`src/rtl/rv_core_pkg.sv`:
```
/* RV64 core shared definitions */

package rv_core_pkg;

    // ---------------------------------------------------------------------
    // Widths and sizes.
    // ---------------------------------------------------------------------
    localparam int XLEN       = 64;
    localparam int REG_ADDR_W = 5;
    localparam int NUM_REGS   = 32;
    localparam int INSTR_W    = 32;

    localparam logic [XLEN-1:0]    PC_STEP    = 64'd4;
    localparam logic [INSTR_W-1:0] INSTR_NOP  = 32'h0000_0013;  // addi x0, x0, 0

    // Major opcodes.
    localparam logic [6:0] OPC_OP     = 7'b0110011;
    localparam logic [6:0] OPC_OP_IMM = 7'b0010011;
    localparam logic [6:0] OPC_LUI    = 7'b0110111;
    localparam logic [6:0] OPC_JAL    = 7'b1101111;

    // Function codes.
    localparam logic [2:0] F3_ADD_SUB = 3'b000;
    localparam logic [2:0] F3_SLL     = 3'b001;
    localparam logic [2:0] F3_SLT     = 3'b010;
    localparam logic [2:0] F3_SLTU    = 3'b011;
    localparam logic [2:0] F3_XOR     = 3'b100;
    localparam logic [2:0] F3_SRL_SRA = 3'b101;
    localparam logic [2:0] F3_OR      = 3'b110;
    localparam logic [2:0] F3_AND     = 3'b111;

    localparam logic [6:0] F7_BASE    = 7'b0000000;
    localparam logic [6:0] F7_ALT     = 7'b0100000;
    localparam logic [5:0] F6_SRAI    = 6'b010000;  // RV64 shifts take a 6-bit shamt

    typedef enum logic [3:0] {
        ALU_ADD, ALU_SUB, ALU_AND, ALU_OR, ALU_XOR,
        ALU_SLL, ALU_SRL, ALU_SRA, ALU_SLT, ALU_SLTU
    } alu_op_e;

    typedef enum logic [1:0] {
        WB_ALU, WB_UPPER, WB_LINK
    } wb_sel_e;

    // ---------------------------------------------------------------------
    // Instruction field layouts.
    // ---------------------------------------------------------------------
    typedef struct packed {
        logic [6:0] funct7;
        logic [4:0] rs2;
        logic [4:0] rs1;
        logic [2:0] funct3;
        logic [4:0] rd;
        logic [6:0] opcode;
    } r_fmt_t;

    typedef struct packed {
        logic [11:0] imm;
        logic [4:0]  rs1;
        logic [2:0]  funct3;
        logic [4:0]  rd;
        logic [6:0]  opcode;
    } i_fmt_t;

    typedef struct packed {
        logic [19:0] imm;
        logic [4:0]  rd;
        logic [6:0]  opcode;
    } u_fmt_t;

    typedef struct packed {
        logic       imm_20;
        logic [9:0] imm_10_1;
        logic       imm_11;
        logic [7:0] imm_19_12;
        logic [4:0] rd;
        logic [6:0] opcode;
    } j_fmt_t;

    typedef union packed {
        r_fmt_t r;
        i_fmt_t i;
        u_fmt_t u;
        j_fmt_t j;
    } instr_word_u;

    // One decoded instruction.
    typedef struct packed {
        alu_op_e                alu_op;
        wb_sel_e                wb_sel;
        logic                   src2_is_imm;
        logic                   is_jump;
        logic                   reg_write;
        logic                   illegal;
        logic [REG_ADDR_W-1:0]  rd;
        logic [REG_ADDR_W-1:0]  rs1;
        logic [REG_ADDR_W-1:0]  rs2;
        logic [XLEN-1:0]        imm;
    } dec_op_t;

    typedef struct packed {
        logic [REG_ADDR_W-1:0] rd;
        logic [XLEN-1:0]       data;
        logic [XLEN-1:0]       next_pc;
    } wb_result_t;

    typedef struct packed {
        logic [XLEN-1:0] rs1_val;
        logic [XLEN-1:0] rs2_val;
    } opnd_t;

endpackage

```
`src/rtl/register_file.sv`:
```
/* Register file and operand registers */

`timescale 1ns/1ps

module register_file
    import rv_core_pkg::*;
(
    input  logic                  clk,
    input  logic                  i_rst,
    input  logic                  i_opnd_load,
    input  dec_op_t               i_dec,
    input  logic                  i_wb_en,
    input  logic [REG_ADDR_W-1:0] i_wb_rd,
    input  logic [XLEN-1:0]       i_wb_data,
    output opnd_t                 o_opnd
);

    logic [XLEN-1:0] s_regs [NUM_REGS];

    // ---------------------------------------------------------------------
    // Architectural registers.
    // ---------------------------------------------------------------------
    always_ff @(posedge clk) begin
        if (i_rst) begin
            for (int i = 0; i < NUM_REGS; i++) begin
                s_regs[i] <= '0;
            end
        end else if (i_wb_en && (i_wb_rd != '0)) begin
            // x0 is hardwired, so its writes are dropped here.
            s_regs[i_wb_rd] <= i_wb_data;
        end
    end

    // ---------------------------------------------------------------------
    // Operand registers.
    // ---------------------------------------------------------------------
    always_ff @(posedge clk) begin
        if (i_opnd_load) begin
            o_opnd.rs1_val <= s_regs[i_dec.rs1];
            o_opnd.rs2_val <= s_regs[i_dec.rs2];
        end
    end

    // Operands sourced from x0 read as zero.
    a_x0_rs1_zero: assert property (@(posedge clk) disable iff (i_rst)
        (i_opnd_load && (i_dec.rs1 == '0)) |=> (o_opnd.rs1_val == '0));

    a_x0_rs2_zero: assert property (@(posedge clk) disable iff (i_rst)
        (i_opnd_load && (i_dec.rs2 == '0)) |=> (o_opnd.rs2_val == '0));

endmodule

```
`config.mk`:
```
export PLATFORM = sky130hd
export DESIGN_NAME = register_file
export DESIGN_NICKNAME = d
export VERILOG_FILES = /design/src/rtl/rv_core_pkg.sv /design/src/rtl/register_file.sv
export SDC_FILE = /design/constraint.sdc
export NUM_CORES = 2
export LEC_CHECK = 0
export ABC_CLOCK_PERIOD_IN_PS = 3040
export BUFFER_PORTS_ARGS = -buffer_cell sky130_fd_sc_hd__clkbuf_2
export CAP_MARGIN = 20
export CORE_UTILIZATION = 60
export CTS_BUF_LIST = sky130_fd_sc_hd__clkbuf_4 sky130_fd_sc_hd__clkbuf_8
export DETAILED_ROUTE_END_ITERATION = 8
export MAX_ROUTING_LAYER = met4
export PLACE_DENSITY_LB_ADDON = 0.05
export SYNTH_ARGS = -nofsm -noshare
export SYNTH_HDL_FRONTEND = slang
export SYNTH_SLANG_ARGS = --single-unit
```
`constraint.sdc`:
```
create_clock -name clk -period 3.04 [get_ports clk]
set_input_delay 0.304 -clock clk [delete_from_list [all_inputs] [get_ports clk]]
set_output_delay 0.304 -clock clk [all_outputs]
set_load 0.05 [all_outputs]
```
==> impl_metrics.py <==
metrics = {
    "worst_setup_path": {
        "path_class": "in2reg",
        "crit_buf_inv": 4,
        "cp_data_arrival_time_ps": 3460,
        "cp_max_fo": 38,
        "cp_data_required_time_ps": 3980,
        "crit_family": "simple AND/OR/NAND/NOR gates",
        "crit_path_start": "i_dec[70]",
        "crit_chain": "dlygate4sd3_1 > buf_8 > or3_2 > buf_4 > o22ai_1 > nor4_1 > buf_4",
        "crit_path_frequent_cell": "buf_4",
        "start_kind": "input pin",
        "slowest_delay_ps": 820,
        "endpoint_kind": "register",
        "cpMaxStageDelayCell": "or3_2",
        "reg2reg_from": "s_regs[22][60]$_SDFFCE_PN0P_",
    },
    "place": {
        "routabilityCongestion": 0.9521,
        "dp_hpwl_um": 241000,
        "pre_cts_ws_ps": -236.7,
        "io_buffers": 210,
    },
    "hold_path": {
        "hp-class": "in2reg",
        "hold_path.startpoint": "i_dec[69]",
    },
    "synthesis": {
        "synth_area_leaders": "edfxtp_1 59%, mux4_2 18%, and2_1 11%",
        "synth_area_per_cell_um2": 15.51,
        "synth_edf_count": 2176,
        "synth_warnings": 0,
        "synth-seq-area-share_pct": 59.11,
        "async_flop_share_pct": 0,
        "yosys.area.top_type_share_pct": 59.11,
        "synth.largest_area_cell": "edfxtp_1",
        "synthCells": 7129,
        "ys_ff_latch": 2176,
        "synth_top_flop_cell": "edfxtp_1",
        "syn-cell-area_um2": 110600,
        "yosysUniqueCellTypes": 40,
    },
    "sta": {
        "worst_pin_slew_ps": 1135,
        "rsz0062_at_grt": "false",
        "period_share_pct": 82.96,
        "setup_viol": 0,
        "fmax_mhz": 396.5,
        "layout_setup_ws_ps": 518.0,
        "relSlewSlack_pct": 24.28,
        "hold_viol": 0,
        "fin_crit_ps": 2522,
        "slew_viol_final": 0,
        "clock_skew_ps": 44.14,
    },
    "job": {
        "cap_violations": 0,
    },
    "global_routing": {
        "grt_overflow": 0,
        "grt_usage_pct": 47.00,
        "grt_max_degree": 81,
        "grt_pass1_vias": 72310,
        "antenna_found_initial": 65,
        "grt_pass1_wl_um": 572900,
    },
    "clocking": {
        "cts_tree": "done",
        "cts_buffer_depth": 4,
        "root_buffer": "clkbuf_8",
        "cts_made_buffers": 373,
        "clkTransAtPathRegs_ps": 60,
        "clk_latency_ps": 1120,
        "post_cts_resized": 0,
        "clkSinkCount": 2176,
        "h-tree-depth": 5,
    },
    "detailed_routing": {
        "wl_per_cell_um": 41.08,
        "dr.pass1.iters": 8,
        "first_iter_violations": 15150,
        "ant_nets": 0,
        "vias_per_cell": 7.348,
        "drt-total-wl_um": 424300,
        "via_count": 75900,
        "drc": 0,
    },
    "power_and_ir_drop": {
        "ir_drop_v": 0.0004799,
        "internal_power_uw": 52200,
        "p_sw_share_pct": 26.54,
        "powerDensity_nw_per_um2": 567.5,
        "cellLeakagePower_uw": 0.04376,
        "total_power_uw": 71060,
        "clkPwrFrac_pct": 36.6,
        "power_frac_comb_pct": 13.0,
        "power_frac_seq_pct": 50.4,
        "p_switching_uw": 18860,
    },
    "floorplanning": {
        "start_util_pct": 60.38,
        "coreArea_um2": 183100,
        "dieArea_um2": 186000,
        "io_pins": 290,
        "die_w_um": 431.2,
        "row_count": 157,
        "chipHeight_um": 431.2,
    },
    "cells_and_area": {
        "drive_gt1_share_pct": 28.52,
        "areaGrowthSynthToFinish_pct": 13.27,
        "fin_nets": 7691,
        "fillers": 12420,
    },
    "outcome": {
        "run_status": "completed",
    },
}
flip-flops by register name, summed over array words and instances, names as in the netlist:
name,count
o_opnd,128
s_regs,2048
power groups by stage:
stage                     clock network (uW)  registers [uW]  logic [uW]
final                                  26000           35800        9220
after global routing                   27200           35900        9270
after CTS                              25900           35800        8930
after detailed placement                   0           36400        8800
after global placement                     0           36200        8730
after floorplan                            0           36600        4590
what timing repair did:
item,in CTS,in global routing
setup buffers,0,0
hold endpoints to repair,2177,0
hold buffers,67,0
cell usage in the layout, fill, tap and decap left out, types with 5 or more instances in the layout:
cell type         n
edfxtp_1       2176
and2_1         1991
mux4_2          869
clkbuf_8        383
o22ai_1         326
mux2i_1         286
buf_4           276
clkbuf_2        202
a22oi_1         196
buf_12          177
clkbuf_4        134
nor4_1           92
clkinv_1         81
diode_2          77
dlygate4sd3_1    67
conb_1           64
nand3_1          46
a21oi_1          41
nor2b_1          41
a211oi_1         36
or2_4            32
mux2_2           32
nor2_4           32
nor2_1           28
clkinv_2         27
nand4_1          26
nand2_1          15
a2111oi_0        13
nand2b_1          9
nor2_2            8
bufinv_16         7
nand3b_1          6
nor3_1            6
nand2_4           5
or2_2             5
a221oi_1          5
o21ai_0           5
buf_8             5
layout make-up:
cell class | count | area (um2) | share of cell area (%)
multi-input combinational | 4245 | 42240 | 33.73
antenna | 77 | 192.7 | 0.1539
clock buffer | 517 | 6277 | 5.013
sequential | 2176 | 65340 | 52.18
clock inverter | 117 | 671.9 | 0.5366
tap | 2464 | 3083 | 2.462
inverter | 1 | 3.754 | 0.002998
timing repair buffer | 732 | 7410 | 5.917
kinds of logic after synthesis:
family / synth area share (%)
AOI/OAI and AO/OA: 3.805
other: 0.003392
DFF: 59.11
muxes: 20.62
buffers and inverters: 3.327
and+or+nand+nor: 13.14
layer usage:
layer | global-route usage (%) | routed length, um | vias up
met5 | - | 0 | -
met4 | 30.27 | 32710 | 0
met3 | 15.90 | 69220 | 1705
met2 | 65.53 | 183700 | 7750
met1 | 59.00 | 138600 | 37890
li1 | - | - | 28560
per-stage QoR:
step | hold WS, ps | instances | area [um2] | TNS, ps | util, %
after global placement | 770.9 | 9549 | 117400 | -361.4 | 64.12
after global routing | 104.6 | 10290 | 125100 | 0 | 68.35
after floorplan | 416.5 | 7192 | 110800 | 0 | -
after detailed placement | 774.2 | 9551 | 117400 | -236.7 | 64.13
final | 124.8 | 10330 | 125200 | 0 | 68.40
after CTS | 29.11 | 10250 | 125000 | 0 | 68.29
path summary, 6_finish.rpt:
check | to | slack, ps | cells after the start
worst max-delay path | o_opnd[68]$_DFFE_PP_ | 520 | 7
worst min-delay path | o_opnd[96]$_DFFE_PP_ | 120 | 4
worst min register to register | o_opnd[85]$_DFFE_PP_ | 800 | 3
worst max register to register | o_opnd[60]$_DFFE_PP_ | 920 | 5
Yosys cell counts, types with 2 or more instances:
| master | number |
|---|---|
| buf_8 | 6 |
| nand2_1 | 22 |
| o22ai_1 | 326 |
| or3_1 | 5 |
| or2_2 | 37 |
| buf_1 | 13 |
| a2111oi_0 | 13 |
| nor3_1 | 6 |
| buf_6 | 22 |
| a21oi_1 | 41 |
| clkbuf_2 | 47 |
| clkbuf_1 | 452 |
| nor2b_1 | 47 |
| o21ai_0 | 5 |
| mux4_2 | 869 |
| nand3b_1 | 6 |
| a31oi_1 | 2 |
| a211oi_1 | 36 |
| mux2i_1 | 286 |
| mux2_2 | 32 |
| a221oi_1 | 5 |
| nor4_1 | 95 |
| nor2_1 | 67 |
| nand2b_1 | 12 |
| and2_1 | 1991 |
| buf_2 | 148 |
| a22oi_1 | 196 |
| nand4_1 | 26 |
| buf_4 | 82 |
| nand3_1 | 49 |
| edfxtp_1 | 2176 |
tightest hold or removal path: stages:
cell,delay [ps]
buf_8,210
mux4_2,400
a22oi_1,70
nand4_1,80
No activity file was read; power rests on OpenSTA's default activity.
