[src/rtl/rv_core_pkg.sv]
/* RV64 core shared definitions */

package rv_core_pkg;

    // ---------------------------------------------------------------------
    // Widths and sizes.
    // ---------------------------------------------------------------------
    localparam int XLEN       = 64;
    localparam int REG_ADDR_W = 5;
    localparam int NUM_REGS   = 32;
    localparam int INSTR_W    = 32;

    localparam logic [XLEN-1:0]    PC_STEP    = 64'd4;
    localparam logic [INSTR_W-1:0] INSTR_NOP  = 32'h0000_0013;  // addi x0, x0, 0

    // Major opcodes.
    localparam logic [6:0] OPC_OP     = 7'b0110011;
    localparam logic [6:0] OPC_OP_IMM = 7'b0010011;
    localparam logic [6:0] OPC_LUI    = 7'b0110111;
    localparam logic [6:0] OPC_JAL    = 7'b1101111;

    // Function codes.
    localparam logic [2:0] F3_ADD_SUB = 3'b000;
    localparam logic [2:0] F3_SLL     = 3'b001;
    localparam logic [2:0] F3_SLT     = 3'b010;
    localparam logic [2:0] F3_SLTU    = 3'b011;
    localparam logic [2:0] F3_XOR     = 3'b100;
    localparam logic [2:0] F3_SRL_SRA = 3'b101;
    localparam logic [2:0] F3_OR      = 3'b110;
    localparam logic [2:0] F3_AND     = 3'b111;

    localparam logic [6:0] F7_BASE    = 7'b0000000;
    localparam logic [6:0] F7_ALT     = 7'b0100000;
    localparam logic [5:0] F6_SRAI    = 6'b010000;  // RV64 shifts take a 6-bit shamt

    typedef enum logic [3:0] {
        ALU_ADD, ALU_SUB, ALU_AND, ALU_OR, ALU_XOR,
        ALU_SLL, ALU_SRL, ALU_SRA, ALU_SLT, ALU_SLTU
    } alu_op_e;

    typedef enum logic [1:0] {
        WB_ALU, WB_UPPER, WB_LINK
    } wb_sel_e;

    // ---------------------------------------------------------------------
    // Instruction field layouts.
    // ---------------------------------------------------------------------
    typedef struct packed {
        logic [6:0] funct7;
        logic [4:0] rs2;
        logic [4:0] rs1;
        logic [2:0] funct3;
        logic [4:0] rd;
        logic [6:0] opcode;
    } r_fmt_t;

    typedef struct packed {
        logic [11:0] imm;
        logic [4:0]  rs1;
        logic [2:0]  funct3;
        logic [4:0]  rd;
        logic [6:0]  opcode;
    } i_fmt_t;

    typedef struct packed {
        logic [19:0] imm;
        logic [4:0]  rd;
        logic [6:0]  opcode;
    } u_fmt_t;

    typedef struct packed {
        logic       imm_20;
        logic [9:0] imm_10_1;
        logic       imm_11;
        logic [7:0] imm_19_12;
        logic [4:0] rd;
        logic [6:0] opcode;
    } j_fmt_t;

    typedef union packed {
        r_fmt_t r;
        i_fmt_t i;
        u_fmt_t u;
        j_fmt_t j;
    } instr_word_u;

    // One decoded instruction.
    typedef struct packed {
        alu_op_e                alu_op;
        wb_sel_e                wb_sel;
        logic                   src2_is_imm;
        logic                   is_jump;
        logic                   reg_write;
        logic                   illegal;
        logic [REG_ADDR_W-1:0]  rd;
        logic [REG_ADDR_W-1:0]  rs1;
        logic [REG_ADDR_W-1:0]  rs2;
        logic [XLEN-1:0]        imm;
    } dec_op_t;

    typedef struct packed {
        logic [REG_ADDR_W-1:0] rd;
        logic [XLEN-1:0]       data;
        logic [XLEN-1:0]       next_pc;
    } wb_result_t;

    typedef struct packed {
        logic [XLEN-1:0] rs1_val;
        logic [XLEN-1:0] rs2_val;
    } opnd_t;

endpackage

[src/rtl/core_sequencer.sv]
/* Multicycle control sequencer */

`timescale 1ns/1ps

module core_sequencer
    import rv_core_pkg::*;
(
    input  logic clk,
    input  logic i_rst,
    input  logic i_instr_valid,
    output logic o_ready,
    output logic o_ir_load,
    output logic o_opnd_load,
    output logic o_exec
);

    // One-hot state encoding.
    typedef enum logic [3:0] {
        S_IDLE   = 4'b0001,
        S_DECODE = 4'b0010,
        S_READ   = 4'b0100,
        S_EXEC   = 4'b1000
    } state_e;

    state_e s_state;
    state_e s_next;

    // ---------------------------------------------------------------------
    // State register.
    // ---------------------------------------------------------------------
    always_ff @(posedge clk) begin
        if (i_rst) begin
            s_state <= S_IDLE;
        end else begin
            s_state <= s_next;
        end
    end

    // Next state.
    always_comb begin
        s_next = s_state;
        case (s_state)
            S_IDLE:   if (i_instr_valid) s_next = S_DECODE;
            S_DECODE: s_next = S_READ;
            S_READ:   s_next = S_EXEC;
            S_EXEC:   s_next = S_IDLE;
            default:  s_next = S_IDLE;
        endcase
    end

    // ---------------------------------------------------------------------
    // Stage enables, each for one cycle.
    // ---------------------------------------------------------------------
    assign o_ready     = (s_state == S_IDLE);
    assign o_ir_load   = (s_state == S_IDLE) && i_instr_valid;
    assign o_opnd_load = (s_state == S_DECODE);
    assign o_exec      = (s_state == S_READ);

    a_state_onehot: assert property (@(posedge clk) disable iff (i_rst)
        $onehot(s_state));

    a_enables_exclusive: assert property (@(posedge clk) disable iff (i_rst)
        $onehot0({o_ir_load, o_opnd_load, o_exec}));

    // Source must wait for ready.
    a_valid_when_busy: assert property (@(posedge clk) disable iff (i_rst)
        i_instr_valid |-> o_ready)
        else $error("i_instr_valid raised while core busy");

endmodule

[config.mk]
export PLATFORM = sky130hd
export DESIGN_NAME = core_sequencer
export DESIGN_NICKNAME = d
export VERILOG_FILES = /design/src/rtl/rv_core_pkg.sv /design/src/rtl/core_sequencer.sv
export SDC_FILE = /design/constraint.sdc
export NUM_CORES = 1
export LEC_CHECK = 0
export ABC_CLOCK_PERIOD_IN_PS = 1900
export BUFFER_PORTS_ARGS = -buffer_cell sky130_fd_sc_hd__buf_2
export CAP_MARGIN = 20
export CELL_PAD_IN_SITES_DETAIL_PLACEMENT = 0
export CELL_PAD_IN_SITES_GLOBAL_PLACEMENT = 2
export CORE_AREA = 2 2 39 41
export DETAILED_ROUTE_END_ITERATION = 12
export DIE_AREA = 0 0 41 43
export PLACE_DENSITY_LB_ADDON = 0.1
export SETUP_SLACK_MARGIN = 0.1
export SLEW_MARGIN = 20
export SYNTH_ARGS = -nofsm -noshare
export SYNTH_HDL_FRONTEND = slang
export SYNTH_SLANG_ARGS = --single-unit
export TNS_END_PERCENT = 100
[constraint.sdc]
create_clock -name clk -period 1.9 [get_ports clk]
set_clock_uncertainty 0.1 [all_clocks]
set_input_delay 0.095 -clock clk [delete_from_list [all_inputs] [get_ports clk]]
set_output_delay 0.095 -clock clk [all_outputs]
set_load 0.005 [all_outputs]
==> impl_metrics.toml, run 1 <==
[cells_and_area]
top_register = "s_state"
final_area_sq_um = 265
top_regs = "s_state: 4 flops"
drive_gt1_share_pct = 46.2
area_growth_pct = 45.2
largest_reg_flops = 4
diodes = 0
fin_nets = 31

[logic_synthesis]
ys.flop_type = "dfxtp_1"
synth_adder_area_share_pct = 0
syn-cell-area_sq_um = 183
synth_nets = 19
synth_top_family_by_area = "simple AND/OR/NAND/NOR gates"
yosys-top-cells-area = "dfxtp_1 44%, nor4b_2 16%, or3b_1 9.6%, nand4bb_1 6.2%, a31o_1 4.8%"
synth_most_common_cell = "dfxtp_1"
synth_seq_cells = 4
syn-instance-count = 16
muxShareOfSynthArea_pct = 0
synth-simple-area-share_pct = 51.4
synth_edf_count = 0
async_reset_ff_share_pct = 0
syn_avg_cell_area_sq_um = 11.4
yosys-top-cells-count = "4 x dfxtp_1, 2 x nor2_1, 2 x nor4b_2, 2 x or3b_1"
ys_types = 10
synth_top_cell_by_area = "dfxtp_1"
yosysTopAreaCellShare_pct = 43.8
ys_seq_area_share_pct = 43.8
synth_compound_area_share_pct = 4.79
yosys_warnings = 0
synthXorXnorAreaFrac_pct = 0

[floorplanning]
start_util_pct = 13.2
rows = 14
die_width_um = 41
ios = 7
die_height_um = 43
die_area_sq_mm = 0.00176
core_area_sq_mm = 0.00138

[setup_path]
crit_buf_inv = 1
worst_path_max_delay_cell = "or3b_1"
cp_max_fo = 5
worstPathArrival_ps = 1250
worstSetupEndpointType = "output pin"
crit_path_start_kind = "register"
required_ps = 1700
cp_cell_sequence = "or3b_1 -> nor2_1 -> buf_2"
setup.worst_path.class = "register to output pin"
path_delay_family = "simple AND/OR/NAND/NOR gates"
cp_slowest_stage_delay_ps = 410

[timing]
slew_headroom_pct = 79.2
rsz0062_at_grt = "false"
slew_violations = 0
clock.fmax_mhz = 694
finalHoldViolCount = 0
period_needed_ps = 1440
timing.final.crit_share_pct = 75.8
fin_tns_setup_ps = 0
finalSetupViolations = 0
tightest_slew_ps = 312

[clock_network]
cts_max_level = 1
cts_buffers = 3
cts_tree = "done"
cts_resized = 0
clkTransAtPathRegs_ps = 40
root_buffer = "clkbuf_4"
clock_sink_count = 4
insertion_delay_ps = 230
post_cts_buffers = 0
clockBufferDepth = 2
cts_hold_repair.buffers = 1

[routing]
dr.first_iter.drc_count = 0
num_vias = 162
drt-vias-per-instance = 3.86
remaining_drc_errors = 0
first_pass_iters = 1
wl_per_cell_um = 9.52
drt_wl_total_um = 400
ant_nets = 0

[global_route]
antenna_found_initial = 0
grt_usage_pct = 6.12
grt_pass1_wl_um = 683
grt_pass1_vias = 165
grt_max_degree = 6
grt-ovfl-total = 0

[power]
p_clk_share_pct = 46.9
comb_power_share_pct = 10.6
pwr_density_cell_mw_per_mm2 = 818
power.switching_uw = 44.5
p_sw_share_pct = 20.5
intPower_uw = 172
p_leak_nw = 0.111
vdd_drop_max_mv = 0.224
seqPwrFrac_pct = 42.5

[flow_run]
maxCapViolations = 0

[worst_hold_path]
hp-class = "primary input to register"

[placement]
portBuffers = 6
gp_congestion = 0.559
postPlaceCellArea_sq_um = 233

[outcome]
status = "finished, final reports clean"
[cells by family after synthesis]
group / count (synthesis)
flip-flops: 4
AND/OR/NAND/NOR: 11
AO/OA/AOI/OAI: 1
[stage by stage]
stage | cells | total power, mW | hold WS, ps | setup slack, ps | utilization [%]
after floorplan | 16 | 0.105 | 66.6 | 759 | -
after global placement | 38 | 0.117 | 192 | 661 | 16.8
after detailed placement | 38 | 0.116 | 193 | 684 | 16.8
after CTS | 42 | 0.222 | 33.2 | 445 | 19.2
after global routing | 42 | 0.231 | 55.1 | 372 | 19.2
final | 42 | 0.217 | 37.1 | 459 | 19.2
[cell usage in the layout (no fill, tap or decap)]
cell type	synthesis	final
dfxtp_1	4	4
nor4b_2	2	2
nand4bb_1	1	1
or3b_1	2	2
clkbuf_4	0	3
nor2b_1	1	1
a31o_1	1	1
and3b_1	1	1
nor2_1	2	2
or2_2	1	1
and2_1	1	1
dlygate4sd3_1	0	1
buf_2	0	6
[routing by layer]
metal / global-route usage, % / wire length (um)
met5: 0 / 0
met2: 9.06 / 210
met3: 3.14 / 30
met4: 6.00 / 0
met1: 5.47 / 160
[layout make-up]
cell class,count,area (sq um)
flip-flops and latches,4,80.1
multi-input cells,12,103
repair buffers,7,40.0
well taps,16,20.0
clock buffers,3,22.5
fillers,165,1120
[worst paths after layout]
check | startpoint | to | slack (ps) | cells after the start
worst min-delay path | i_instr_valid | s_state[1] | 40 | 2
worst min register to register | s_state[0] | s_state[0] | 510 | 2
worst max-delay path | s_state[1] | o_opnd_load | 460 | 3
worst max register to register | s_state[1] | s_state[0] | 690 | 2
[worst reg2reg max path: stages (launching register included)]
cell     delay [ps]
dfxtp_1         400
or3b_1          410
a31o_1          190
[power groups by stage]
stage	Clock, mW	Sequential (mW)	Combinational, mW
after detailed placement	0	0.0936	0.0223
after CTS	0.106	0.0923	0.0239
after global routing	0.112	0.0929	0.0258
after global placement	0	0.0941	0.0225
after floorplan	0	0.0924	0.0123
final	0.102	0.0922	0.0229
No activity file was read; power rests on OpenSTA's default activity.
==> run 2, diff against run 1 <==
Settings changed: ABC_AREA from default to 1, ABC_CLOCK_PERIOD_IN_PS 1900 to 1460.
Clock period 1.9 ns to 1.46 ns, I/O delays scaled along.
==> run 2 against run 1 <==
Net effect: clock power up 37%; design area up 1.9%; clock-buffer cell count unchanged; sequential power up 31%; critical path depth up 2; register-to-register slack worse by 160 ps; synthesized cell count up 56%; combinational power up 130%; total power up 45%; sequential cell count unchanged; utilization up 0.36 points.
==> impl_metrics.toml, run 2 <==
[cells_and_area]
fin_cells = 51
final_cell_mix = "6 x inv_1, 6 x buf_2, 4 x nor2_1, 4 x dfxtp_1"
n_fill_cell = 160
diodes = 0
top_register = "s_state"
largest_reg_flops = 4
top_regs = "s_state: 4 flops"
final_area_sq_um = 270
fin_nets = 40
area_growth_pct = 44.0
drive_gt1_share_pct = 42.9

[placement]
place_ws_ps = 530
postPlaceCellArea_sq_um = 238
dp_hpwl_um = 351
gp_congestion = 0.721
dp_cells = 47
portBuffers = 6

[global_route]
grt_pass1_vias = 187
grt_max_degree = 5
grt_use_met3_pct = 3.66
grt-ovfl-total = 0
gr-usage-met1_pct = 6.07
grt_pass1_wl_um = 731
busiest_layer = "met4"
grt_usage_pct = 7.21
antenna_found_initial = 0
grtUsageMet2_pct = 9.69

[power]
pwr_density_cell_mw_per_mm2 = 1160
p_clk_share_pct = 44.5
comb_power_share_pct = 17.1
p_sw_share_pct = 26.5
power.switching_uw = 83.1
power.total_uw = 314
intPower_uw = 231
seqPwrFrac_pct = 38.4
vdd_drop_max_mv = 0.275
p_leak_nw = 0.157

[clock_network]
cts_hold_repair.buffers = 1
cts_max_level = 1
cts_buffers = 3
insertion_delay_ps = 240
clkTransAtPathRegs_ps = 40
cts_resized = 0
root_buffer = "clkbuf_4"
post_cts_buffers = 0
clock_sink_count = 4
clockBufferDepth = 2
cts_tree = "done"

[floorplanning]
die_area_sq_mm = 0.00176
die_height_um = 43
rows = 14
start_util_pct = 13.6
core_area_sq_mm = 0.00138
die_width_um = 41
ios = 7

[timing]
period_needed_ps = 1180
finalHoldViolCount = 0
slew_headroom_pct = 90.6
fin_tns_setup_ps = 0
finalSetupViolations = 0
tightest_slew_ps = 141
clock.fmax_mhz = 846
finalWorstSetupSlack_ps = 278
rsz0062_at_grt = "false"
timing.final.crit_share_pct = 81.0
slew_violations = 0

[setup_path]
worstPathArrival_ps = 1010
cp_slowest_stage_delay_ps = 310
worst_path_max_delay_cell = "dfxtp_1"
cp_cell_sequence = "inv_2 -> nor2_2 -> nand2_2 -> nor2_1 -> buf_2"
worstSetupEndpointType = "output pin"
cp_max_fo = 4
rr_worst_depth = 4
required_ps = 1290
setup.worst_path.class = "register to output pin"
r2r_slack_ps = 530
crit_path_start_kind = "register"

[worst_hold_path]
hp-class = "primary input to register"
worstHoldPathCells = 3

[logic_synthesis]
ys.flop_type = "dfxtp_1"
synth_nets = 28
yosys-top-cells-area = "dfxtp_1 43%, inv_1 12%, nand3_1 8.0%, nor2_1 8.0%, nor2_4 6.0%"
syn_avg_cell_area_sq_um = 7.51
yosys-top-cells-count = "6 x inv_1, 4 x dfxtp_1, 4 x nor2_1, 3 x nand3_1, 2 x nand2_1"
synth_most_common_cell = "inv_1"
yosysTopAreaCellShare_pct = 42.7
async_reset_ff_share_pct = 0
synth_top_cell_by_area = "dfxtp_1"
syn-cell-area_sq_um = 188
ys_seq_area_share_pct = 42.7
yosys_warnings = 0
syn-instance-count = 25
ys_types = 11
synth_edf_count = 0
synth_seq_cells = 4

[routing]
drt_wl_total_um = 437
drt-vias-per-instance = 3.63
ant_nets = 0
remaining_drc_errors = 0
num_vias = 185
wl_per_cell_um = 8.57
dr.first_iter.drc_count = 4
first_pass_iters = 2

[flow_run]
maxCapViolations = 0

[outcome]
status = "finished, final reports clean"
-- run 2: cell count changes after synthesis, sizes merged, moves of 2 or more --
cell / change
inv: +7
nand3: +4
nor2: +4
nand2: +3
nor4b: -2
or3b: -2
-- run 2: cells by family (layout without fill, tap and decap cells) --
family	count (synthesis)	in the layout	synth area share (%)
DFF	4	4	42.7
and+or+nand+nor	14	14	43.3
buffers and inverters	7	17	14.0
-- run 2: power groups by stage --
stage	sequential (mW)	combinational [mW]	clock, mW
after floorplan	0.122	0.0328	0
after global placement	0.122	0.0525	0
after detailed placement	0.122	0.0520	0
after CTS	0.121	0.0542	0.145
after global routing	0.121	0.0609	0.154
final	0.121	0.0535	0.140
-- run 2: layout make-up --
cell class,count,area [sq um],area share (%)
clock buffer,3,22.5,8.33
sequential,4,80.1,29.6
timing repair buffer,7,40.0,14.8
multi-input combinational,14,81.3,30.1
inverter,7,26.3,9.72
tap,16,20.0,7.41
-- run 2: critical path: cells and delay by family (launching register included) --
family        cells  cell delay [ps]
buf+inv           2              160
flops             1              310
simple gates      3              290
-- run 2: layer usage --
metal | vias up | routed length (um)
met4 | 0 | 7
met5 | - | 0
met3 | 2 | 31
met1 | 80 | 188
li1 | 94 | -
met2 | 9 | 209
-- run 2: final timing paths --
check / start / end
setup / recovery: s_state[0] / o_ir_load
hold / removal: i_instr_valid / s_state[1]
setup reg to reg: s_state[3] / s_state[0]
hold reg to reg: s_state[1] / s_state[2]
-- run 2: per-stage QoR --
stage / utilization, % / hold slack, ps
5_1_grt: 19.5 / 45.4
2_1_floorplan: - / 43.9
6_report: 19.5 / 30.8
3_5_place_dp: 17.2 / 204
3_3_place_gp: 17.2 / 206
4_1_cts: 19.5 / 24.4
