`src/rtl/rv_core_pkg.sv`:
```
/* RV64 core shared definitions */

package rv_core_pkg;

    // ---------------------------------------------------------------------
    // Widths and sizes.
    // ---------------------------------------------------------------------
    localparam int XLEN       = 64;
    localparam int REG_ADDR_W = 5;
    localparam int NUM_REGS   = 32;
    localparam int INSTR_W    = 32;

    localparam logic [XLEN-1:0]    PC_STEP    = 64'd4;
    localparam logic [INSTR_W-1:0] INSTR_NOP  = 32'h0000_0013;  // addi x0, x0, 0

    // Major opcodes.
    localparam logic [6:0] OPC_OP     = 7'b0110011;
    localparam logic [6:0] OPC_OP_IMM = 7'b0010011;
    localparam logic [6:0] OPC_LUI    = 7'b0110111;
    localparam logic [6:0] OPC_JAL    = 7'b1101111;

    // Function codes.
    localparam logic [2:0] F3_ADD_SUB = 3'b000;
    localparam logic [2:0] F3_SLL     = 3'b001;
    localparam logic [2:0] F3_SLT     = 3'b010;
    localparam logic [2:0] F3_SLTU    = 3'b011;
    localparam logic [2:0] F3_XOR     = 3'b100;
    localparam logic [2:0] F3_SRL_SRA = 3'b101;
    localparam logic [2:0] F3_OR      = 3'b110;
    localparam logic [2:0] F3_AND     = 3'b111;

    localparam logic [6:0] F7_BASE    = 7'b0000000;
    localparam logic [6:0] F7_ALT     = 7'b0100000;
    localparam logic [5:0] F6_SRAI    = 6'b010000;  // RV64 shifts take a 6-bit shamt

    typedef enum logic [3:0] {
        ALU_ADD, ALU_SUB, ALU_AND, ALU_OR, ALU_XOR,
        ALU_SLL, ALU_SRL, ALU_SRA, ALU_SLT, ALU_SLTU
    } alu_op_e;

    typedef enum logic [1:0] {
        WB_ALU, WB_UPPER, WB_LINK
    } wb_sel_e;

    // ---------------------------------------------------------------------
    // Instruction field layouts.
    // ---------------------------------------------------------------------
    typedef struct packed {
        logic [6:0] funct7;
        logic [4:0] rs2;
        logic [4:0] rs1;
        logic [2:0] funct3;
        logic [4:0] rd;
        logic [6:0] opcode;
    } r_fmt_t;

    typedef struct packed {
        logic [11:0] imm;
        logic [4:0]  rs1;
        logic [2:0]  funct3;
        logic [4:0]  rd;
        logic [6:0]  opcode;
    } i_fmt_t;

    typedef struct packed {
        logic [19:0] imm;
        logic [4:0]  rd;
        logic [6:0]  opcode;
    } u_fmt_t;

    typedef struct packed {
        logic       imm_20;
        logic [9:0] imm_10_1;
        logic       imm_11;
        logic [7:0] imm_19_12;
        logic [4:0] rd;
        logic [6:0] opcode;
    } j_fmt_t;

    typedef union packed {
        r_fmt_t r;
        i_fmt_t i;
        u_fmt_t u;
        j_fmt_t j;
    } instr_word_u;

    // One decoded instruction.
    typedef struct packed {
        alu_op_e                alu_op;
        wb_sel_e                wb_sel;
        logic                   src2_is_imm;
        logic                   is_jump;
        logic                   reg_write;
        logic                   illegal;
        logic [REG_ADDR_W-1:0]  rd;
        logic [REG_ADDR_W-1:0]  rs1;
        logic [REG_ADDR_W-1:0]  rs2;
        logic [XLEN-1:0]        imm;
    } dec_op_t;

    typedef struct packed {
        logic [REG_ADDR_W-1:0] rd;
        logic [XLEN-1:0]       data;
        logic [XLEN-1:0]       next_pc;
    } wb_result_t;

    typedef struct packed {
        logic [XLEN-1:0] rs1_val;
        logic [XLEN-1:0] rs2_val;
    } opnd_t;

endpackage

```
`src/rtl/instr_decoder.sv`:
```
/* Instruction register and decode */

`timescale 1ns/1ps

module instr_decoder
    import rv_core_pkg::*;
(
    input  logic        clk,
    input  logic        i_rst,
    input  logic        i_ir_load,
    input  instr_word_u i_instr,
    output dec_op_t     o_dec
);

    instr_word_u     s_ir;
    logic            s_f7_base;
    logic            s_f7_alt;
    logic [XLEN-1:0] s_imm_i;
    logic [XLEN-1:0] s_imm_u;
    logic [XLEN-1:0] s_imm_j;

    // Instruction register.
    always_ff @(posedge clk) begin
        if (i_rst) begin
            s_ir <= INSTR_NOP;
        end else if (i_ir_load) begin
            s_ir <= i_instr;
        end
    end

    // ---------------------------------------------------------------------
    // Immediate extension per format.
    // ---------------------------------------------------------------------
    assign s_imm_i = {{(XLEN-12){s_ir.i.imm[11]}}, s_ir.i.imm};
    assign s_imm_u = {{(XLEN-32){s_ir.u.imm[19]}}, s_ir.u.imm, 12'b0};
    assign s_imm_j = {{(XLEN-21){s_ir.j.imm_20}}, s_ir.j.imm_20, s_ir.j.imm_19_12,
                      s_ir.j.imm_11, s_ir.j.imm_10_1, 1'b0};

    assign s_f7_base = (s_ir.r.funct7 == F7_BASE);
    assign s_f7_alt  = (s_ir.r.funct7 == F7_ALT);

    // ---------------------------------------------------------------------
    // Decode.
    // ---------------------------------------------------------------------
    always_comb begin
        o_dec           = '0;
        o_dec.alu_op    = ALU_ADD;
        o_dec.wb_sel    = WB_ALU;
        o_dec.rd        = s_ir.r.rd;
        o_dec.rs1       = s_ir.r.rs1;
        o_dec.rs2       = s_ir.r.rs2;
        o_dec.reg_write = 1'b1;

        case (s_ir.r.opcode)
            OPC_OP: begin
                case (s_ir.r.funct3)
                    F3_ADD_SUB: o_dec.alu_op = s_f7_alt ? ALU_SUB : ALU_ADD;
                    F3_SLL:     o_dec.alu_op = ALU_SLL;
                    F3_SLT:     o_dec.alu_op = ALU_SLT;
                    F3_SLTU:    o_dec.alu_op = ALU_SLTU;
                    F3_XOR:     o_dec.alu_op = ALU_XOR;
                    F3_SRL_SRA: o_dec.alu_op = s_f7_alt ? ALU_SRA : ALU_SRL;
                    F3_OR:      o_dec.alu_op = ALU_OR;
                    F3_AND:     o_dec.alu_op = ALU_AND;
                endcase
                // Only sub and sra take the alternate funct7.
                if (!(s_f7_base || (s_f7_alt && (s_ir.r.funct3 == F3_ADD_SUB ||
                                                 s_ir.r.funct3 == F3_SRL_SRA)))) begin
                    o_dec.illegal = 1'b1;
                end
            end
            OPC_OP_IMM: begin
                o_dec.src2_is_imm = 1'b1;
                o_dec.imm         = s_imm_i;
                case (s_ir.i.funct3)
                    F3_ADD_SUB: o_dec.alu_op = ALU_ADD;
                    F3_SLT:     o_dec.alu_op = ALU_SLT;
                    F3_SLTU:    o_dec.alu_op = ALU_SLTU;
                    F3_XOR:     o_dec.alu_op = ALU_XOR;
                    F3_OR:      o_dec.alu_op = ALU_OR;
                    F3_AND:     o_dec.alu_op = ALU_AND;
                    F3_SLL: begin
                        o_dec.alu_op  = ALU_SLL;
                        o_dec.illegal = (s_ir.i.imm[11:6] != 6'b0);
                    end
                    F3_SRL_SRA: begin
                        if (s_ir.i.imm[11:6] == F6_SRAI) begin
                            o_dec.alu_op = ALU_SRA;
                        end else begin
                            o_dec.alu_op  = ALU_SRL;
                            o_dec.illegal = (s_ir.i.imm[11:6] != 6'b0);
                        end
                    end
                endcase
            end
            OPC_LUI: begin
                o_dec.wb_sel = WB_UPPER;
                o_dec.imm    = s_imm_u;
            end
            OPC_JAL: begin
                o_dec.is_jump = 1'b1;
                o_dec.wb_sel  = WB_LINK;
                o_dec.imm     = s_imm_j;
            end
            default: o_dec.illegal = 1'b1;
        endcase

        if (o_dec.illegal) begin
            o_dec.reg_write = 1'b0;
        end
    end

endmodule

```
`config.mk`:
```
export PLATFORM = sky130hd
export DESIGN_NAME = instr_decoder
export DESIGN_NICKNAME = d
export VERILOG_FILES = /design/src/rtl/rv_core_pkg.sv /design/src/rtl/instr_decoder.sv
export SDC_FILE = /design/constraint.sdc
export NUM_CORES = 1
export LEC_CHECK = 0
export BUFFER_PORTS_ARGS = -buffer_cell sky130_fd_sc_hd__buf_2
export CAP_MARGIN = 20
export CORE_ASPECT_RATIO = 0.9
export CORE_MARGIN = 2
export CORE_UTILIZATION = 40
export CTS_CLUSTER_SIZE = 12
export DETAILED_ROUTE_END_ITERATION = 10
export PLACE_DENSITY = 0.78
export REMOVE_ABC_BUFFERS = 1
export SKIP_LAST_GASP = 1
export SLEW_MARGIN = 10
export SYNTH_ARGS = -nofsm -noshare
export SYNTH_HDL_FRONTEND = slang
export SYNTH_SLANG_ARGS = --single-unit
```
`constraint.sdc`:
```
create_clock -name clk -period 8.4 [get_ports clk]
set_input_delay 1.68 -clock clk [delete_from_list [all_inputs] [get_ports clk]]
set_output_delay 1.68 -clock clk [all_outputs]
set_load 0.02 [all_outputs]
```
==> run metrics, run 1 <==
I/O pin count=124; Starting Density=0.4192; Worst Setup End Kind=primary output; Fin Clk Skew=0 ps; Largest register FFs=32; hpwl dp=3.547 mm; CP required=6720 ps; Placer Congestion=0.8157; first-pass GRT wire length=7.596 mm; Logic pwr share=0.236; initial antenna violation count=0; sequential fraction of design power=0.441; Clock Sinks=32; pin count of the biggest net entering global routing=36; Slowest-stage cell, CP=nor2_1; Worst path top cell family by delay=simple AND/OR/NAND/NOR gates; outcome=finished, final reports clean; GR Util All Layers=0.1716; Yosys top cell by area=dfxtp_1; die area=5686 um^2; FF-to-FF Start=s_ir[14]; vias in the first global route=1569; Switch Pwr=0.1190 mW; reg-to-reg endpoint=s_ir[14]; worst slew pin tran=952.2 ps; Regs by FF count=s_ir x32; syn_area_per_cell=8.716 um^2; Post-Place Worst Slack=4870 ps; Seq/Total Area, Yosys=0.3141; DR DRC count=0; number of enable flip-flop cells after synthesis=0; DR vias=1764; Worst Path Buf+Inv=1; R2R depth=2; total power=0.3899 mW; maximum clock insertion buffer count=2; Post-CTS Setup Bufs=0; WL final=4.900 mm; placed instance area=2333 um^2; H-Tree Level Count=2; DR pass1 iterations=4; P_leak=1.467 nW; root cell of the clock tree=clkbuf_8; fin crit period=3861 ps; final max-slew violation count=0; nets@finish=341; CP Data Arrival Time=2180 ps; post-layout util=0.4995; insertion delay to the later sink of the worst-skew pair=280 ps; die width=79.27 um; Syn Std Cell Area=2039 um^2; Die H=71.74 um; CTS resizes=0; final clock period utilization by the worst path=0.4597; layout cells sized above 1=0.4804; total grt overflow=0; max-cap violations=0; RSZ-0062 raised after global routing=no; hold depth=2; Final Worst Setup Slack=4539 ps; Hold Crit Start=s_ir[10]; CP max stage delay=760 ps; n_diodes=0; Fmax=0.2590 GHz; cell chain of the critical path=nand4bb_1 > nor2_1 > a21o_2 > buf_2; internal power=0.2709 mW; Async SR Flop Fraction=0; crit-path max FO=12; Synth Instances=234; maximum VDD drop=92.46 uV; final number of hold-violating endpoints=0; Netlist cell types=36; critical path type=flip-flop to primary output; YS warnings=0; power per cell area=160.5 nW/um^2; most frequent cell after synthesis=buf_4; Hold Buf Count CTS=0; Reg clk slew, reported paths=60 ps; core box area=4865 um^2; hold worst-path end=s_ir[10]; clock power share=0.323; Biggest register=s_ir; TritonCTS clock tree=yes; Yosys reg bits=32; Top FF cell, synth=dfxtp_1; Commonest cells post-synth=47 x buf_4, 39 x nor2_1, 32 x dfxtp_1; net switching fraction of the power=0.3052; Routed Antenna Nets=0; port bufs=123; final setup vio count=0; TritonCTS buffer count=5; share of the synthesized area in the top cell type=0.3141; final instance area=2430 um^2; Worst setup SP type=flip-flop; dominant cells by area after synthesis=dfxtp_1 31%, buf_4 17%, mux2i_1 14%; row count=24; Routed WL per cell=13.21 um; initial DRC count=102; R2R Setup Slk=7540 ps; Max-slew headroom=0.3652; via-per-instance ratio=4.755; synthesis-to-finish area growth=19.14%; HP Class=flip-flop to flip-flop
-- through the flow --
stage | setup TNS [ps] | hold WS, ps | std cells
5_1_grt | 0 | 519.4 | 371
2_1_floorplan | -81100 | 497.9 | 175
3_5_place_dp | 0 | 482.2 | 364
6_report | 0 | 490.3 | 371
3_3_place_gp | 0 | 470.3 | 364
4_1_cts | 0 | 497.7 | 371
-- final cells by class --
type / count / area, um^2
Timing Repair Buffer: 124 / 623.1
Fill cell: 493 / 2435
Inverter: 1 / 3.754
Clock buffer: 7 / 96.34
Tap cell: 65 / 81.33
Multi-Input combinational cell: 142 / 984.7
Sequential cell: 32 / 640.6
-- worst max-delay path by stage --
stage                  from         to  slack, ps  depth (start not counted)
floorplan           s_ir[4]  o_dec[31]      -2460                          4
global placement    s_ir[4]  o_dec[20]       4910                          5
detailed placement  s_ir[4]  o_dec[20]       4870                          5
CTS                 s_ir[4]  o_dec[20]       4540                          5
global route        s_ir[5]  o_dec[20]       4370                          4
finish              s_ir[5]  o_dec[20]       4540                          4
-- tightest hold or removal path: stages, from the launching register on --
cell and delay (ps):
dfxtp_1 320, mux2i_1 60, nor2_1 70
-- placed cells by master (no fill, tap or decap), types with 2 or more instances in the layout --
master,count
nor2b_1,14
nor3_1,3
a21o_2,10
clkbuf_8,7
mux2i_1,29
o21ai_0,3
a21oi_1,3
a211o_1,3
buf_2,123
dfxtp_1,32
nand3b_1,2
nand2_1,4
a21o_1,11
nor3b_1,3
nor2_1,39
-- kinds of logic after synthesis --
kind of cell	count (synthesis)	synth area share
AO/OA/AOI/OAI	37	0.1362
XOR/XNOR	1	0.004295
buffers and inverters	60	0.2031
flip-flops	32	0.3141
multiplexers	29	0.1423
AND/OR/NAND/NOR	75	0.2000
-- power by group through the flow --
stage / Sequential [mW] / Clock (mW) / Combinational, mW
final: 0.172 / 0.126 / 0.0919
after global routing: 0.174 / 0.136 / 0.0998
after CTS: 0.172 / 0.131 / 0.0928
after detailed placement: 0.175 / 0 / 0.0924
after global placement: 0.175 / 0 / 0.0915
after floorplan: 0.178 / 0 / 0.0517
-- routing by layer --
layer,vias to the layer above,routed length [um],GRT usage
met2,56,2323,0.2750
met4,0,86,0.06513
met1,810,2147,0.2215
met3,10,342,0.04660
li1,888,-,-
met5,-,0,0
Power figures use the tool's default switching activity.
==> inputs of run 2 (changes only) <==
- clock period: 8.4 -> 3.6 ns (I/O delays scaled with it)
==> run 2 against run 1 <==
Against the previous run: wire length is 0.67% lower; non-clock buffer count unchanged; global-route usage is 0.30 points lower; via count shrank 0.62%; total power rose by 150%; sequential power up 130%; die area is the same; clock power grew to 2.7 times the previous value; count of clock-buffer cells in the layout is 1 lower; critical path type unchanged; critical endpoint unchanged; largest cell class unchanged.
==> run metrics, run 2 (same netlist as run 1, synthesis figures left out) <==
outcome=finished, final reports clean; initial antenna violation count=0 (unchanged); fin crit period=2888 ps; layout cells sized above 1=0.4788 (-0.001565); power per cell area=391.6 nW/um^2 (+140%); commonest non-fill, non-tap cell in the layout=buf_2; max-cap violations=0 (unchanged); final clock period utilization by the worst path=0.8023; Hold Buf Count CTS=0 (unchanged); P_leak=1.472 nW (+0.33%); critical path type=flip-flop to primary output; Routed WL per cell=13.08 um (-0.94%); CP Data Arrival Time=2170 ps (about the same); FF/Latch Area=640.6 um^2 (unchanged); nets@finish=341 (unchanged); Placer Congestion=0.8148 (-0.11%); DR DRC count=0 (unchanged); RSZ-0062 raised after global routing=no; Regs by FF count=s_ir x32; final number of hold-violating endpoints=0 (unchanged); Starting Density=0.4192 (unchanged); R2R depth=2 (unchanged); Layout Cells excl Fill=372 (+0.27%); die area=5686 um^2 (unchanged); WL final=4.867 mm (-0.67%); DR vias=1753 (-0.62%); via-per-instance ratio=4.712 (-0.89%); CP startpoint=s_ir[5]; Clock Sinks=32 (unchanged); FF-to-FF Start=s_ir[14]; final max-slew violation count=0 (unchanged); Max-slew headroom=0.3592 (-0.005945); Fmax=0.3462 GHz; port bufs=123 (unchanged); Fin Clk Skew=0 ps (unchanged); Biggest register=s_ir; Hold Crit Start=s_ir[11]; TritonCTS buffer count=5 (unchanged); hpwl dp=3.535 mm (-0.34%); Die H=71.74 um (unchanged); worst slew pin tran=961.2 ps (+8.918 ps); Largest register FFs=32 (unchanged); maximum clock insertion buffer count=2 (unchanged); die width=79.27 um (unchanged); Post-Place Worst Slack=1040 ps (-3830 ps); sequential fraction of design power=0.420 (-0.021); Switch Pwr=0.2886 mW (+140%); Post-CTS Setup Bufs=0 (unchanged); Worst Setup End Kind=primary output; Reg clk slew, reported paths=70 ps (about the same); I/O pin count=124 (unchanged); Final Worst Setup Slack=711.5 ps (-3827 ps); total grt overflow=0 (unchanged); Layout fillers=501 (+1.6%); commonest non-fill, non-tap cells in the layout=123 x buf_2, 39 x nor2_1, 32 x dfxtp_1, 29 x mux2i_1, 14 x nor2b_1; area occupied by multi-input gates=984.7 um^2 (unchanged); core box area=4865 um^2 (unchanged); hold depth=2 (unchanged); n_diodes=0 (unchanged); Logic pwr share=0.224 (-0.012); clock power share=0.356 (+0.033); maximum VDD drop=241.3 uV (+160%); net switching fraction of the power=0.3019 (-0.003267); initial DRC count=86 (-16%); Cells after DPL=364 (unchanged); internal power=0.6673 mW (+150%); synthesis-to-finish area growth=19.69%; CTS resizes=0 (unchanged); Worst setup SP type=flip-flop; root cell of the clock tree=clkbuf_8; Routed Antenna Nets=0 (unchanged); TritonCTS clock tree=yes; H-Tree Level Count=2 (unchanged); final total negative setup slack=0 ps (unchanged); DR pass1 iterations=4 (unchanged); HP Class=flip-flop to flip-flop; pin count of the biggest net entering global routing=36 (unchanged); row count=24 (unchanged); GR Util All Layers=0.1686 (-0.003049); total power=0.9559 mW (+150%); insertion delay to the later sink of the worst-skew pair=290 ps (about the same); vias in the first global route=1563 (-0.38%); CP required=2880 ps (-3840 ps); final setup vio count=0 (unchanged); crit-path max FO=12 (unchanged); first-pass GRT wire length=7.583 mm (-0.17%)
==> run 2: cell types whose count changed in the layout (fill, tap and decap cells not counted) <==
| cell | previous run | this run |
|---|---|---|
| bufinv_16 | 0 | 1 |
| clkbuf_1 | 0 | 1 |
| clkbuf_8 | 7 | 5 |
| clkinv_2 | 0 | 1 |
==> run 2: path summary, 6_finish.rpt <==
check               to  slack, ps
max          o_dec[20]        710
min           s_ir[11]        490
max reg2reg   s_ir[14]       2750
min reg2reg   s_ir[11]        490
==> run 2: layer usage <==
metal,part of all wire,vias to the layer above,track usage
li1,-,889,-
met1,0.45,806,0.2142
met2,0.47,53,0.2834
met3,0.067,5,0.04534
met4,0.0082,0,0.04598
met5,0,-,0
==> run 2: cell type report <==
| cell class | count | area share |
|---|---|---|
| Inverter | 1 | 0.001538 |
| Timing Repair Buffer | 124 | 0.2553 |
| Tap cell | 65 | 0.03332 |
| Sequential cell | 32 | 0.2624 |
| Clock buffer | 6 | 0.02973 |
| Multi-Input combinational cell | 142 | 0.4034 |
| Clock inverter | 2 | 0.01435 |
==> run 2: worst max-delay path, cell delays in order (launching register included) <==
cell,delay [ps]
dfxtp_1,490
nand4bb_1,220
nor2_1,760
a21o_2,250
buf_2,160
==> run 2: power by group through the flow <==
stage          Combinational, mW  Clock (mW)  Sequential, mW
2_1_floorplan              0.121           0           0.415
3_3_place_gp               0.213           0           0.408
3_5_place_dp               0.216           0           0.409
4_1_cts                    0.216       0.348           0.401
5_1_grt                    0.232       0.360           0.406
6_report                   0.214       0.340           0.401
==> run 2: metrics by stage <==
step	hold WS (ps)	area, um^2	util
finish	490.8	2441	0.5018
global route	524.3	2441	0.5018
CTS	494.7	2441	0.5018
detailed placement	475.6	2333	0.4797
global placement	470.3	2333	0.4797
floorplan	497.9	1629	-
